File: config.mk
export PLATFORM = sky130hd
export DESIGN_NAME = cps_sdram_mux
export DESIGN_NICKNAME = d
export VERILOG_FILES = /design/src/logic/cps_mem_pkg.sv /design/src/logic/cps_sdram_mux.sv /design/src/logic/read_return.sv /design/src/logic/slot_arbiter.sv /design/src/logic/slot_map.sv
export SDC_FILE = /design/constraint.sdc
export NUM_CORES = 1
export LEC_CHECK = 0
export BUFFER_PORTS_ARGS = -buffer_cell sky130_fd_sc_hd__buf_2
export CORE_ASPECT_RATIO = 1.25
export CORE_UTILIZATION = 55
export DETAILED_ROUTE_END_ITERATION = 16
export PLACE_DENSITY = 0.84
export SLEW_MARGIN = 15
export SYNTH_ARGS = -nofsm -noshare
export SYNTH_HDL_FRONTEND = slang
export SYNTH_SLANG_ARGS = --single-unit
File: constraint.sdc
create_clock -name VB -period 5.8 [get_ports VB]
set_input_delay 0.29 -clock VB [delete_from_list [all_inputs] [get_ports VB]]
set_output_delay 0.29 -clock VB [all_outputs]
set_load 0.02 [all_outputs]
File: src/logic/cps_mem_pkg.sv
// Shared memory map, slot numbering and types, imported by every module of the SDRAM multiplexer
`default_nettype none

package cps_mem_pkg;

    // SDRAM side widths
    typedef logic [21:0] sdram_addr_t;
    typedef logic [1:0]  bank_t;
    typedef logic [15:0] word_t;
    typedef logic [31:0] rdata_t;
    typedef logic [2:0]  slot_id_t;

    localparam int NUM_SLOTS = 5;

    // Lower slot number wins arbitration
    localparam slot_id_t SLOT_MAIN_ROM = 3'd0;
    localparam slot_id_t SLOT_MAIN_RAM = 3'd1;
    localparam slot_id_t SLOT_GFX      = 3'd2;
    localparam slot_id_t SLOT_ADPCM    = 3'd3;
    localparam slot_id_t SLOT_SOUND    = 3'd4;

    // Region starts, in SDRAM words
    localparam sdram_addr_t SOUND_OFFSET = 22'h00_0000;
    localparam sdram_addr_t ADPCM_OFFSET = 22'h01_0000;
    localparam sdram_addr_t RAM_OFFSET   = 22'h20_0000;
    localparam sdram_addr_t VRAM_OFFSET  = 22'h30_0000;
    localparam sdram_addr_t GFX_OFFSET   = 22'h00_0000;

    // Sound and ADPCM share bank 0
    localparam bank_t BANK_SOUND = 2'd0;
    localparam bank_t BANK_CPU   = 2'd1;
    localparam bank_t BANK_GFX   = 2'd2;

    // Reads allowed in flight at once
    localparam int TAG_DEPTH = 4;
    localparam int TAG_PTR_W = 2;

    typedef enum logic {
        ARB_IDLE,
        ARB_REQ
    } arb_state_t;

endpackage

`default_nettype wire
File: src/logic/cps_sdram_mux.sv
// Top of the SDRAM multiplexer, sharing one SDRAM controller among the five board clients
`default_nettype none

module cps_sdram_mux import cps_mem_pkg::*; (
    input  logic        VB,
    input  logic        rst,
    input  logic        downloading,
    // Main CPU
    input  logic        main_rom_cs,
    input  logic [20:0] main_rom_addr,
    output word_t       main_rom_data,
    output logic        main_rom_ok,
    input  logic        main_ram_cs,
    input  logic        main_vram_cs,
    input  logic        main_rnw,
    input  logic [16:0] ram_addr,
    input  word_t       main_dout,
    input  logic [1:0]  dsn,
    output word_t       main_ram_data,
    output logic        main_ram_ok,
    // Graphics
    input  logic        gfx_cs,
    input  sdram_addr_t gfx_addr,
    output rdata_t      gfx_data,
    output logic        gfx_ok,
    // Sound
    input  logic        adpcm_cs,
    input  logic [17:0] adpcm_addr,
    output logic [7:0]  adpcm_data,
    output logic        adpcm_ok,
    input  logic        snd_cs,
    input  logic [15:0] snd_addr,
    output logic [7:0]  snd_data,
    output logic        snd_ok,
    // SDRAM controller
    output logic        sdram_req,
    output sdram_addr_t sdram_addr,
    output bank_t       sdram_bank,
    output logic        sdram_rnw,
    output logic [1:0]  sdram_wrmask,
    output word_t       data_write,
    input  logic        sdram_ack,
    input  logic        data_rdy,
    input  rdata_t      data_read
);

    logic [NUM_SLOTS-1:0] pending;
    sdram_addr_t          map_addr [NUM_SLOTS];
    bank_t                map_bank [NUM_SLOTS];
    logic [NUM_SLOTS-1:0] map_lsb;
    logic                 wr_req;
    logic [1:0]           wr_mask;
    word_t                wr_data;
    logic                 grant;
    slot_id_t             grant_slot;
    logic                 issue_write;
    logic                 issue_lsb;
    logic                 queue_full;

    slot_map u_map (
        .VB            (VB),
        .rst           (rst),
        .main_rom_cs   (main_rom_cs),
        .main_rom_addr (main_rom_addr),
        .main_ram_cs   (main_ram_cs),
        .main_vram_cs  (main_vram_cs),
        .main_rnw      (main_rnw),
        .ram_addr      (ram_addr),
        .main_dout     (main_dout),
        .dsn           (dsn),
        .gfx_cs        (gfx_cs),
        .gfx_addr      (gfx_addr),
        .adpcm_cs      (adpcm_cs),
        .adpcm_addr    (adpcm_addr),
        .snd_cs        (snd_cs),
        .snd_addr      (snd_addr),
        .grant         (grant),
        .grant_slot    (grant_slot),
        .pending       (pending),
        .map_addr      (map_addr),
        .map_bank      (map_bank),
        .map_lsb       (map_lsb),
        .wr_req        (wr_req),
        .wr_mask       (wr_mask),
        .wr_data       (wr_data)
    );

    slot_arbiter u_arb (
        .VB           (VB),
        .rst          (rst),
        .downloading  (downloading),
        .pending      (pending),
        .map_addr     (map_addr),
        .map_bank     (map_bank),
        .wr_req       (wr_req),
        .wr_mask      (wr_mask),
        .wr_data      (wr_data),
        .map_lsb      (map_lsb),
        .sdram_ack    (sdram_ack),
        .queue_full   (queue_full),
        .sdram_req    (sdram_req),
        .sdram_addr   (sdram_addr),
        .sdram_bank   (sdram_bank),
        .sdram_rnw    (sdram_rnw),
        .sdram_wrmask (sdram_wrmask),
        .data_write   (data_write),
        .grant        (grant),
        .grant_slot   (grant_slot),
        .issue_write  (issue_write),
        .issue_lsb    (issue_lsb)
    );

    read_return u_ret (
        .VB            (VB),
        .rst           (rst),
        .grant         (grant),
        .grant_slot    (grant_slot),
        .issue_write   (issue_write),
        .issue_lsb     (issue_lsb),
        .data_rdy      (data_rdy),
        .data_read     (data_read),
        .queue_full    (queue_full),
        .main_rom_data (main_rom_data),
        .main_ram_data (main_ram_data),
        .gfx_data      (gfx_data),
        .adpcm_data    (adpcm_data),
        .snd_data      (snd_data),
        .main_rom_ok   (main_rom_ok),
        .main_ram_ok   (main_ram_ok),
        .gfx_ok        (gfx_ok),
        .adpcm_ok      (adpcm_ok),
        .snd_ok        (snd_ok)
    );

endmodule

`default_nettype wire

File: src/logic/read_return.sv
// Return stage of the SDRAM multiplexer: in-order read tags, data routing and client ready pulses
`default_nettype none

module read_return import cps_mem_pkg::*; (
    input  logic     VB,
    input  logic     rst,
    input  logic     grant,
    input  slot_id_t grant_slot,
    input  logic     issue_write,
    input  logic     issue_lsb,
    input  logic     data_rdy,
    input  rdata_t   data_read,
    output logic     queue_full,
    output word_t    main_rom_data,
    output word_t    main_ram_data,
    output rdata_t   gfx_data,
    output logic [7:0] adpcm_data,
    output logic [7:0] snd_data,
    output logic     main_rom_ok,
    output logic     main_ram_ok,
    output logic     gfx_ok,
    output logic     adpcm_ok,
    output logic     snd_ok
);

    slot_id_t             tag_slot [TAG_DEPTH];
    logic [TAG_DEPTH-1:0] tag_lsb;
    logic [TAG_PTR_W-1:0] wr_ptr;
    logic [TAG_PTR_W-1:0] rd_ptr;
    logic [TAG_PTR_W:0]   count;
    logic                 push;
    logic                 pop;
    slot_id_t             head_slot;
    logic                 head_lsb;
    logic [7:0]           head_byte;
    logic [NUM_SLOTS-1:0] ok_q;
    logic [NUM_SLOTS-1:0] rd_hit;
    logic [NUM_SLOTS-1:0] wr_hit;

    // Only reads wait for data
    assign push = grant & ~issue_write;
    assign pop  = data_rdy && (count != '0);

    assign queue_full = (count == (TAG_PTR_W + 1)'(TAG_DEPTH));
    assign head_slot  = tag_slot[rd_ptr];
    assign head_lsb   = tag_lsb[rd_ptr];
    assign head_byte  = head_lsb ? data_read[15:8] : data_read[7:0];

    assign rd_hit = NUM_SLOTS'(pop) << head_slot;
    assign wr_hit = NUM_SLOTS'(grant & issue_write) << grant_slot;

    always_ff @(posedge VB) begin
        if (rst) begin
            wr_ptr <= '0;
            rd_ptr <= '0;
            count  <= '0;
            ok_q   <= '0;
        end else begin
            if (push) begin
                wr_ptr <= wr_ptr + 1'b1;
            end
            if (pop) begin
                rd_ptr <= rd_ptr + 1'b1;
            end
            count <= count + (TAG_PTR_W + 1)'(push) - (TAG_PTR_W + 1)'(pop);
            ok_q  <= rd_hit | wr_hit;
        end
    end

    // Tag storage and client data registers
    always_ff @(posedge VB) begin
        if (push) begin
            tag_slot[wr_ptr] <= grant_slot;
            tag_lsb[wr_ptr]  <= issue_lsb;
        end
        if (rd_hit[SLOT_MAIN_ROM]) main_rom_data <= data_read[15:0];
        if (rd_hit[SLOT_MAIN_RAM]) main_ram_data <= data_read[15:0];
        if (rd_hit[SLOT_GFX])      gfx_data      <= data_read;
        if (rd_hit[SLOT_ADPCM])    adpcm_data    <= head_byte;
        if (rd_hit[SLOT_SOUND])    snd_data      <= head_byte;
    end

    assign main_rom_ok = ok_q[SLOT_MAIN_ROM];
    assign main_ram_ok = ok_q[SLOT_MAIN_RAM];
    assign gfx_ok      = ok_q[SLOT_GFX];
    assign adpcm_ok    = ok_q[SLOT_ADPCM];
    assign snd_ok      = ok_q[SLOT_SOUND];

endmodule

`default_nettype wire

File: src/logic/slot_arbiter.sv
// Arbiter stage of the SDRAM multiplexer: fixed priority pick, request held until acknowledged
`default_nettype none

module slot_arbiter import cps_mem_pkg::*; (
    input  logic                 VB,
    input  logic                 rst,
    input  logic                 downloading,
    input  logic [NUM_SLOTS-1:0] pending,
    input  sdram_addr_t          map_addr [NUM_SLOTS],
    input  bank_t                map_bank [NUM_SLOTS],
    input  logic                 wr_req,
    input  logic [1:0]           wr_mask,
    input  word_t                wr_data,
    input  logic [NUM_SLOTS-1:0] map_lsb,
    input  logic                 sdram_ack,
    input  logic                 queue_full,
    output logic                 sdram_req,
    output sdram_addr_t          sdram_addr,
    output bank_t                sdram_bank,
    output logic                 sdram_rnw,
    output logic [1:0]           sdram_wrmask,
    output word_t                data_write,
    output logic                 grant,
    output slot_id_t             grant_slot,
    output logic                 issue_write,
    output logic                 issue_lsb
);

    arb_state_t state;
    slot_id_t   next_slot;
    slot_id_t   cur_slot;
    logic       cur_lsb;
    logic       start;
    logic       next_wr;

    // Lowest pending slot number
    function automatic slot_id_t pick_slot(input logic [NUM_SLOTS-1:0] req);
        slot_id_t s;
        s = '0;
        for (int i = NUM_SLOTS - 1; i >= 0; i--) begin
            if (req[i]) begin
                s = slot_id_t'(i);
            end
        end
        return s;
    endfunction

    assign next_slot = pick_slot(pending);
    assign next_wr   = (next_slot == SLOT_MAIN_RAM) && wr_req;

    // New work waits for a free tag and the end of the download
    assign start = (state == ARB_IDLE) && (|pending) && !queue_full && !downloading;

    always_ff @(posedge VB) begin
        if (rst) begin
            state     <= ARB_IDLE;
            sdram_req <= 1'b0;
        end else begin
            case (state)
                ARB_IDLE: begin
                    if (start) begin
                        state     <= ARB_REQ;
                        sdram_req <= 1'b1;
                    end
                end
                ARB_REQ: begin
                    if (sdram_ack) begin
                        state     <= ARB_IDLE;
                        sdram_req <= 1'b0;
                    end
                end
                default: begin
                    state     <= ARB_IDLE;
                    sdram_req <= 1'b0;
                end
            endcase
        end
    end

    // Bus fields stay frozen while the request waits
    always_ff @(posedge VB) begin
        if (start) begin
            sdram_addr   <= map_addr[next_slot];
            sdram_bank   <= map_bank[next_slot];
            sdram_rnw    <= ~next_wr;
            sdram_wrmask <= next_wr ? wr_mask : 2'b11;
            data_write   <= wr_data;
            cur_slot     <= next_slot;
            cur_lsb      <= map_lsb[next_slot];
        end
    end

    // Acknowledge cycle goes to both the address and return stages
    assign grant       = (state == ARB_REQ) && sdram_ack;
    assign grant_slot  = cur_slot;
    assign issue_write = ~sdram_rnw;
    assign issue_lsb   = cur_lsb;

endmodule

`default_nettype wire

File: src/logic/slot_map.sv
// Address stage of the SDRAM multiplexer: catches client selects and holds mapped requests
`default_nettype none

module slot_map import cps_mem_pkg::*; (
    input  logic                 VB,
    input  logic                 rst,
    input  logic                 main_rom_cs,
    input  logic [20:0]          main_rom_addr,
    input  logic                 main_ram_cs,
    input  logic                 main_vram_cs,
    input  logic                 main_rnw,
    input  logic [16:0]          ram_addr,
    input  word_t                main_dout,
    input  logic [1:0]           dsn,
    input  logic                 gfx_cs,
    input  sdram_addr_t          gfx_addr,
    input  logic                 adpcm_cs,
    input  logic [17:0]          adpcm_addr,
    input  logic                 snd_cs,
    input  logic [15:0]          snd_addr,
    input  logic                 grant,
    input  slot_id_t             grant_slot,
    output logic [NUM_SLOTS-1:0] pending,
    output sdram_addr_t          map_addr [NUM_SLOTS],
    output bank_t                map_bank [NUM_SLOTS],
    output logic [NUM_SLOTS-1:0] map_lsb,
    output logic                 wr_req,
    output logic [1:0]           wr_mask,
    output word_t                wr_data
);

    logic [NUM_SLOTS-1:0] cs;
    logic [NUM_SLOTS-1:0] cs_q;
    logic [NUM_SLOTS-1:0] cs_rise;
    logic [NUM_SLOTS-1:0] clr;
    sdram_addr_t          slot_addr [NUM_SLOTS];
    sdram_addr_t          ram_offset;

    assign cs[SLOT_MAIN_ROM] = main_rom_cs;
    assign cs[SLOT_MAIN_RAM] = main_ram_cs | main_vram_cs;
    assign cs[SLOT_GFX]      = gfx_cs;
    assign cs[SLOT_ADPCM]    = adpcm_cs;
    assign cs[SLOT_SOUND]    = snd_cs;

    assign cs_rise = cs & ~cs_q;
    assign clr     = NUM_SLOTS'(grant) << grant_slot;

    // Work RAM and VRAM share one slot
    assign ram_offset = main_ram_cs ? RAM_OFFSET : VRAM_OFFSET;

    // 8-bit clients drop bit 0, kept for the byte pick
    assign slot_addr[SLOT_MAIN_ROM] = {1'b0, main_rom_addr};
    assign slot_addr[SLOT_MAIN_RAM] = ram_offset + {5'd0, ram_addr};
    assign slot_addr[SLOT_GFX]      = GFX_OFFSET + gfx_addr;
    assign slot_addr[SLOT_ADPCM]    = ADPCM_OFFSET + {5'd0, adpcm_addr[17:1]};
    assign slot_addr[SLOT_SOUND]    = SOUND_OFFSET + {7'd0, snd_addr[15:1]};

    always_ff @(posedge VB) begin
        if (rst) begin
            cs_q    <= '0;
            pending <= '0;
        end else begin
            cs_q    <= cs;
            pending <= (pending & ~clr) | cs_rise;
        end
    end

    // Request payload, captured on the select edge
    always_ff @(posedge VB) begin
        for (int i = 0; i < NUM_SLOTS; i++) begin
            if (cs_rise[i]) begin
                map_addr[i] <= slot_addr[i];
            end
        end
        if (cs_rise[SLOT_ADPCM]) begin
            map_lsb[SLOT_ADPCM] <= adpcm_addr[0];
        end
        if (cs_rise[SLOT_SOUND]) begin
            map_lsb[SLOT_SOUND] <= snd_addr[0];
        end
        if (cs_rise[SLOT_MAIN_RAM]) begin
            wr_req  <= ~main_rnw;
            wr_mask <= dsn;
            wr_data <= main_dout;
        end
    end

    // Wide clients never use the byte select
    assign map_lsb[SLOT_MAIN_ROM] = 1'b0;
    assign map_lsb[SLOT_MAIN_RAM] = 1'b0;
    assign map_lsb[SLOT_GFX]      = 1'b0;

    assign map_bank[SLOT_MAIN_ROM] = BANK_CPU;
    assign map_bank[SLOT_MAIN_RAM] = BANK_CPU;
    assign map_bank[SLOT_GFX]      = BANK_GFX;
    assign map_bank[SLOT_ADPCM]    = BANK_SOUND;
    assign map_bank[SLOT_SOUND]    = BANK_SOUND;

endmodule

`default_nettype wire

Word level (Yosys, flattened, before mapping)
Memories as Yosys holds them, arrays and structs flattened. A register that Yosys moved wholly into a read port is not among the register bits.
Cells that the tools add are included.
{"block": "totals", "regBits": 276, "ram_bits": 12, "romBits": 16, "in_bits": 156, "output_inout_bits": 129, "elab_cells": 103, "memories": 2}
{"memory": "(name not given)", "depth": 8, "width": 2, "rd": 1, "rd_clocked_by_memory_dff": 1, "write_ports": 0, "line": "slot_arbiter.sv:84", "rtl": "sdram_bank <= map_bank[next_slot];"}
{"memory": "u_ret.tag_slot", "depth": 4, "width": 3, "rd": 1, "rd_clocked_by_memory_dff": 1, "write_ports": 1, "line": "read_return.sv:26", "rtl": "slot_id_t tag_slot [TAG_DEPTH];"}
{"block": "op_classes", "addsub": 6, "order_cmp": 5, "eq_ne": 4, "shifts": 3, "mux": 27, "bitwise": 14, "reduce_logical": 12}
{"op": "$bmux W22 S3", "n": 1}
{"op": "$mux W22", "n": 2}
{"op": "$add A22 B17 Y22", "n": 1}
{"op": "$mux W21", "n": 1}
{"op": "$add A17 B17 Y18 const A", "n": 1}
{"op": "$mux W3", "n": 5}
{"op": "$and A5 B5 Y5", "n": 2}
{"op": "$not A5 Y5", "n": 2}
{"op": "$or A5 B5 Y5", "n": 2}
{"op": "$shl A1 B3 Y5", "n": 2}
{"op": "$mux W1", "n": 9}
{"op": "$mux W8", "n": 1}
{"op": "$logic_and A1 B1 Y1", "n": 7}
{"op": "$lt A2 B3 Y1 const B", "n": 2}
{"op": "$reduce_or A5 Y1", "n": 1}
{"op": "$shl A5 B3 Y5", "n": 1}
{"op": "$add A2 B1 Y2 const B", "n": 2}
{"op": "$bwmux W4", "n": 1}
{"op": "$ge A4 B4 Y1 const B", "n": 1}
{"op": "$lt A3 B4 Y1 const B", "n": 1}
{"op": "$mux W2", "n": 2}
{"op": "$not A1 Y1", "n": 4}
{"op": "$not A3 Y4", "n": 1}
{"op": "$pmux W1 S2", "n": 2}
{"op": "other kinds (15)", "n": 17}

Longest topological paths before layout
{"block": "depth", "ltp_word": 9, "depth_mapped": 8, "ltp_nobuf": 8}

Modules after synthesis
A second synthesis with hierarchy kept.
{"block": "hier_totals", "hier_cells": 654, "area_unflattened_um2": 10886.7}
{"mod": "slot_map", "instances": 1, "cells_per_inst": 188, "area_each_um2": 4067.7, "seq_area_each_um2": 3653.5}
{"mod": "read_return", "instances": 1, "cells_per_inst": 184, "area_each_um2": 3754.9, "seq_area_each_um2": 3163.0}
{"mod": "slot_arbiter", "instances": 1, "cells_per_inst": 282, "area_each_um2": 3064.2, "seq_area_each_um2": 1451.4}

Least setup slack after synthesis
Ideal clock, no wire load.
{"block": "synth_timing", "path_type": "register to register", "start": "register with a tool-made name", "end": "register u_ret.gfx_data[0], enable pin", "setup_ns": 0.421, "arrival_ns": 2.482, "required_time_ns": 5.379, "slack_ns": 2.897, "path_stages_with_launch": 4, "path_buffers": 0, "period_less_slack_ns": 2.903, "path_cell_list": "dfxtp_1 mux4_2 nand2b_1 nor2_1"}
{"element": "end signal: assignment", "line": "read_return.sv:78", "rtl": "if (rd_hit[SLOT_GFX]) gfx_data <= data_read;"}
{"element": "end: declaration", "line": "read_return.sv:16", "rtl": "output rdata_t gfx_data,"}

Final worst setup path
{"block": "layout_timing", "start": "register u_map.pending[1]", "end": "register u_arb.sdram_addr[10], data pin"}
{"block": "layout_between", "elab_chain_len": 6}
{"element": "start: declaration", "line": "slot_map.sv:23", "rtl": "output logic [NUM_SLOTS-1:0] pending,"}
{"element": "start signal: assignment", "line": "slot_map.sv:64", "rtl": "pending <= (pending & ~clr) | cs_rise;"}
{"element": "$mux W3 (2 in series)", "line": "slot_arbiter.sv:41", "rtl": "if (req[i]) begin"}
{"element": "$not A3 Y4 (not written as such)", "line": "slot_arbiter.sv:83", "rtl": "sdram_addr <= map_addr[next_slot];"}
{"element": "$bmux W22 S3", "line": "slot_arbiter.sv:83"}
{"element": "$mux W22 (not written as such) (2 in series)", "line": "slot_arbiter.sv:83"}
{"element": "end signal: assignment", "line": "slot_arbiter.sv:83"}
{"element": "end: declaration", "line": "slot_arbiter.sv:18", "rtl": "output sdram_addr_t sdram_addr,"}
No other way between the ends. The select of a mux whose other input is x is not followed.
A chain may end at the register's enable or synchronous reset.

==> results.yml <==
run_status:
  status: "complete, no violations"
place:
  place_inst: 1041
  place_hpwl_mm: 15.1
  gp_congestion: 0.795
  place_area_um2: 11600
  place_ws_ns: 2.71
  port_buffers: 284
clocking:
  cts_sinks: 284
  cts_tree: "yes"
  clk_path_buf_depth: 3
  path_clk_slew_ns: 0.08
  h-tree-depth: 1
  cts_buffers: 26
  root_buffer: "clkbuf_16"
  insertion_delay_ns: 0.53
  cts_resized: 0
  postCtsSetupRepairBufs: 0
  postCtsHoldBufs: 142
sta:
  setup_viol_count_final: 0
  fin_ws_ns: 2.51
  max_freq_mhz: 304
  period_share: 0.567
  hold_viol: 0
  period_minus_slack_ns: 3.29
  worst_pin_slew_ns: 1.16
  rsz0062_at_grt: "false"
  finalMaxSlewViolations: 0
  fin_setup_tns_ns: 0
  whs_ns: 0.0154
  relSlewSlack: 0.225
  fin_skew_ns: 0.0207
grt:
  antenna_found_initial: 0
  grt_use_met2: 0.542
  grt.met3_usage: 0.0670
  use_met1: 0.334
  grt_overflow: 0
  grt_pass1_wl_mm: 40.6
  grt.busiest_layer: "met2"
  grt.total_usage: 0.298
  grt_max_degree: 48
  grt_pass1_vias: 7110
setup_path:
  crit_type: "register to register"
  worstPathRequired_ns: 6.07
  cp-end-kind: "register"
  crit_family: "simple AND/OR/NAND/NOR gates"
  regToRegStartpoint: "u_map.pending[1]$_SDFF_PP0_"
  slowest_stage: "nor2_2"
  path_cells: "nor2_2 > nand3_1 > a21oi_1 > nor2_1"
  crit_path_max_fanout: 25
  arrival_ns: 3.55
  ff2ff_setup_slack_ns: 2.51
  r2r_cells: 4
  max_stage_delay_ns: 0.93
  timing.rr.end: "u_arb.sdram_addr[10]$_DFFE_PP_"
  path_buf_inv: 0
  crit_path_start_kind: "register"
drt:
  drc: 0
  ant_nets: 0
  route.detailed.wl_per_inst_um: 22.2
  drt-pass1-iter-count: 5
  totalWireLength_mm: 27.3
  viasPerCell: 5.50
  vias: 6767
  drt_iter0_markers: 699
layout:
  final_common_cell: "buf_2"
  final_cell_mix: "buf_2, edfxtp_1, dlygate4sd3_1"
  drive_gt1_frac: 0.359
  nets: 1149
  finalCoreUtilization: 0.789
  layout-area-overhead-vs-synth_pct: 39.7
  instances_no_fill: 1230
  seqCellArea_um2: 8270
  num_antenna_cells: 0
  multi_input_area_um2: 1530
  n_fill_cell: 908
  stdcell_area_um2: 13900
hold_path:
  whs_path_depth: 2
  hold_end: "u_map.cs_q[0]$_SDFF_PP0_"
  hp-start: "main_rom_cs"
  hold_path.class: "input port to register"
synthesis:
  synth_area_per_cell_um2: 18.1
  synth_edf_count: 258
  synth_top_area_share: 0.781
  syn_nets: 711
  ys_warn_count: 0
  yosysSeqAreaShare: 0.833
  yosysTopAreaCell: "edfxtp_1"
  syn_area_um2: 9920
  ys.flop_type: "edfxtp_1"
  ys_async_sr_fraction: 0
  netlist_instances: 549
  synth.distinct_cells: 43
  ys_seq_elements: 284
  synth_top_cells_by_area: "edfxtp_1, dfxtp_1, nor2_1"
die:
  initial_core_util: 0.565
  row_count: 54
  dieArea_um2: 18600
  die_y_um: 152
  core_area_um2: 17600
  dieWidth_um: 122
  ioPinCount: 285
power_and_ir_drop:
  internal_power_mw: 3.72
  clkPwrFrac: 0.347
  combPwrFrac: 0.139
  peakVddDrop_v: 0.000300
  power_density_nw_per_um2: 359
  switching_share: 0.253
  p_leak_nw: 5.41
  total_power_mw: 4.97
  p_sw_mw: 1.26
  pwr-share-seq: 0.513
run:
  maxCapViolCount: 0
## worst max path at each step
stage,startpoint,endpoint,slack [ns],cells past startpoint
floorplan,register,u_ret.gfx_data[0]$_DFFE_PP_,2.90,3
global placement,u_map.pending[1]$_SDFF_PP0_,u_arb.sdram_bank[0]$_SDFFCE_PP0P_,2.90,4
detailed placement,u_map.pending[1]$_SDFF_PP0_,u_arb.sdram_bank[0]$_SDFFCE_PP0P_,2.71,4
CTS,u_map.pending[1]$_SDFF_PP0_,u_arb.sdram_bank[0]$_SDFFCE_PP0P_,2.72,4
global route,u_map.pending[1]$_SDFF_PP0_,u_arb.sdram_bank[0]$_SDFFCE_PP0P_,2.32,4
finish,u_map.pending[1]$_SDFF_PP0_,u_arb.sdram_addr[10]$_DFFE_PP_,2.51,4
## flip-flops by register name, summed over array words and instances, names as in the netlist, 8 cells and up, named ones only
name,flops
u_ret.main_rom_data,16
u_ret.gfx_data,32
u_ret.adpcm_data,8
u_ret.main_ram_data,16
u_map.wr_data,16
u_ret.snd_data,8
u_arb.sdram_addr,22
u_ret.tag_slot,12
u_arb.data_write,16
u_map.map_addr,94
## cell usage after synthesis (all sizes together), types with 2 or more instances
library cell / n
clkbuf: 10
mux2: 8
nand2b: 6
a22o: 18
nor2: 59
buf: 12
a22oi: 3
nor3: 4
nor2b: 11
mux2i: 3
or3: 2
nand3b: 2
and2: 5
nand3: 2
o21ba: 2
o22ai: 3
edfxtp: 258
o21a: 5
ha: 5
o21ai: 2
inv: 9
xnor2: 3
nand2: 26
dfxtp: 26
mux4: 4
or2: 5
a221oi: 15
a21oi: 31
xor2: 2
## layer usage
| metal | wire, um | vias to the layer above |
|---|---|---|
| li1 | - | 2966 |
| met2 | 14400 | 511 |
| met1 | 9030 | 3222 |
| met3 | 2840 | 68 |
| met5 | 0 | - |
| met4 | 1010 | 0 |
## kinds of logic (layout without fill, tap and decap cells)
group,Yosys count,count (layout),synth area share
mux,15,15,0.0212
simple gates,124,124,0.0572
buf+inv,31,488,0.0151
xor+xnor,5,5,0.00441
flops,284,284,0.833
compound gates,84,84,0.0606
fa+ha+maj,6,6,0.00832
## area by class of cell
cell class / instances / area share
timing repair buffer: 432 / 0.208
tap: 224 / 0.0202
clock inverter: 14 / 0.00948
inverter: 9 / 0.00244
multi-input combinational: 234 / 0.111
clock buffer: 33 / 0.0525
sequential: 284 / 0.596
## power groups by stage
stage               Clock, mW  Sequential [mW]  Combinational, mW
global route             1.82             2.57              0.743
finish                   1.73             2.55              0.692
CTS                      1.71             2.55              0.673
detailed placement          0             2.59              0.595
floorplan                   0             2.67              0.271
global placement            0             2.58              0.579
No activity file was read; power rests on OpenSTA's default activity.
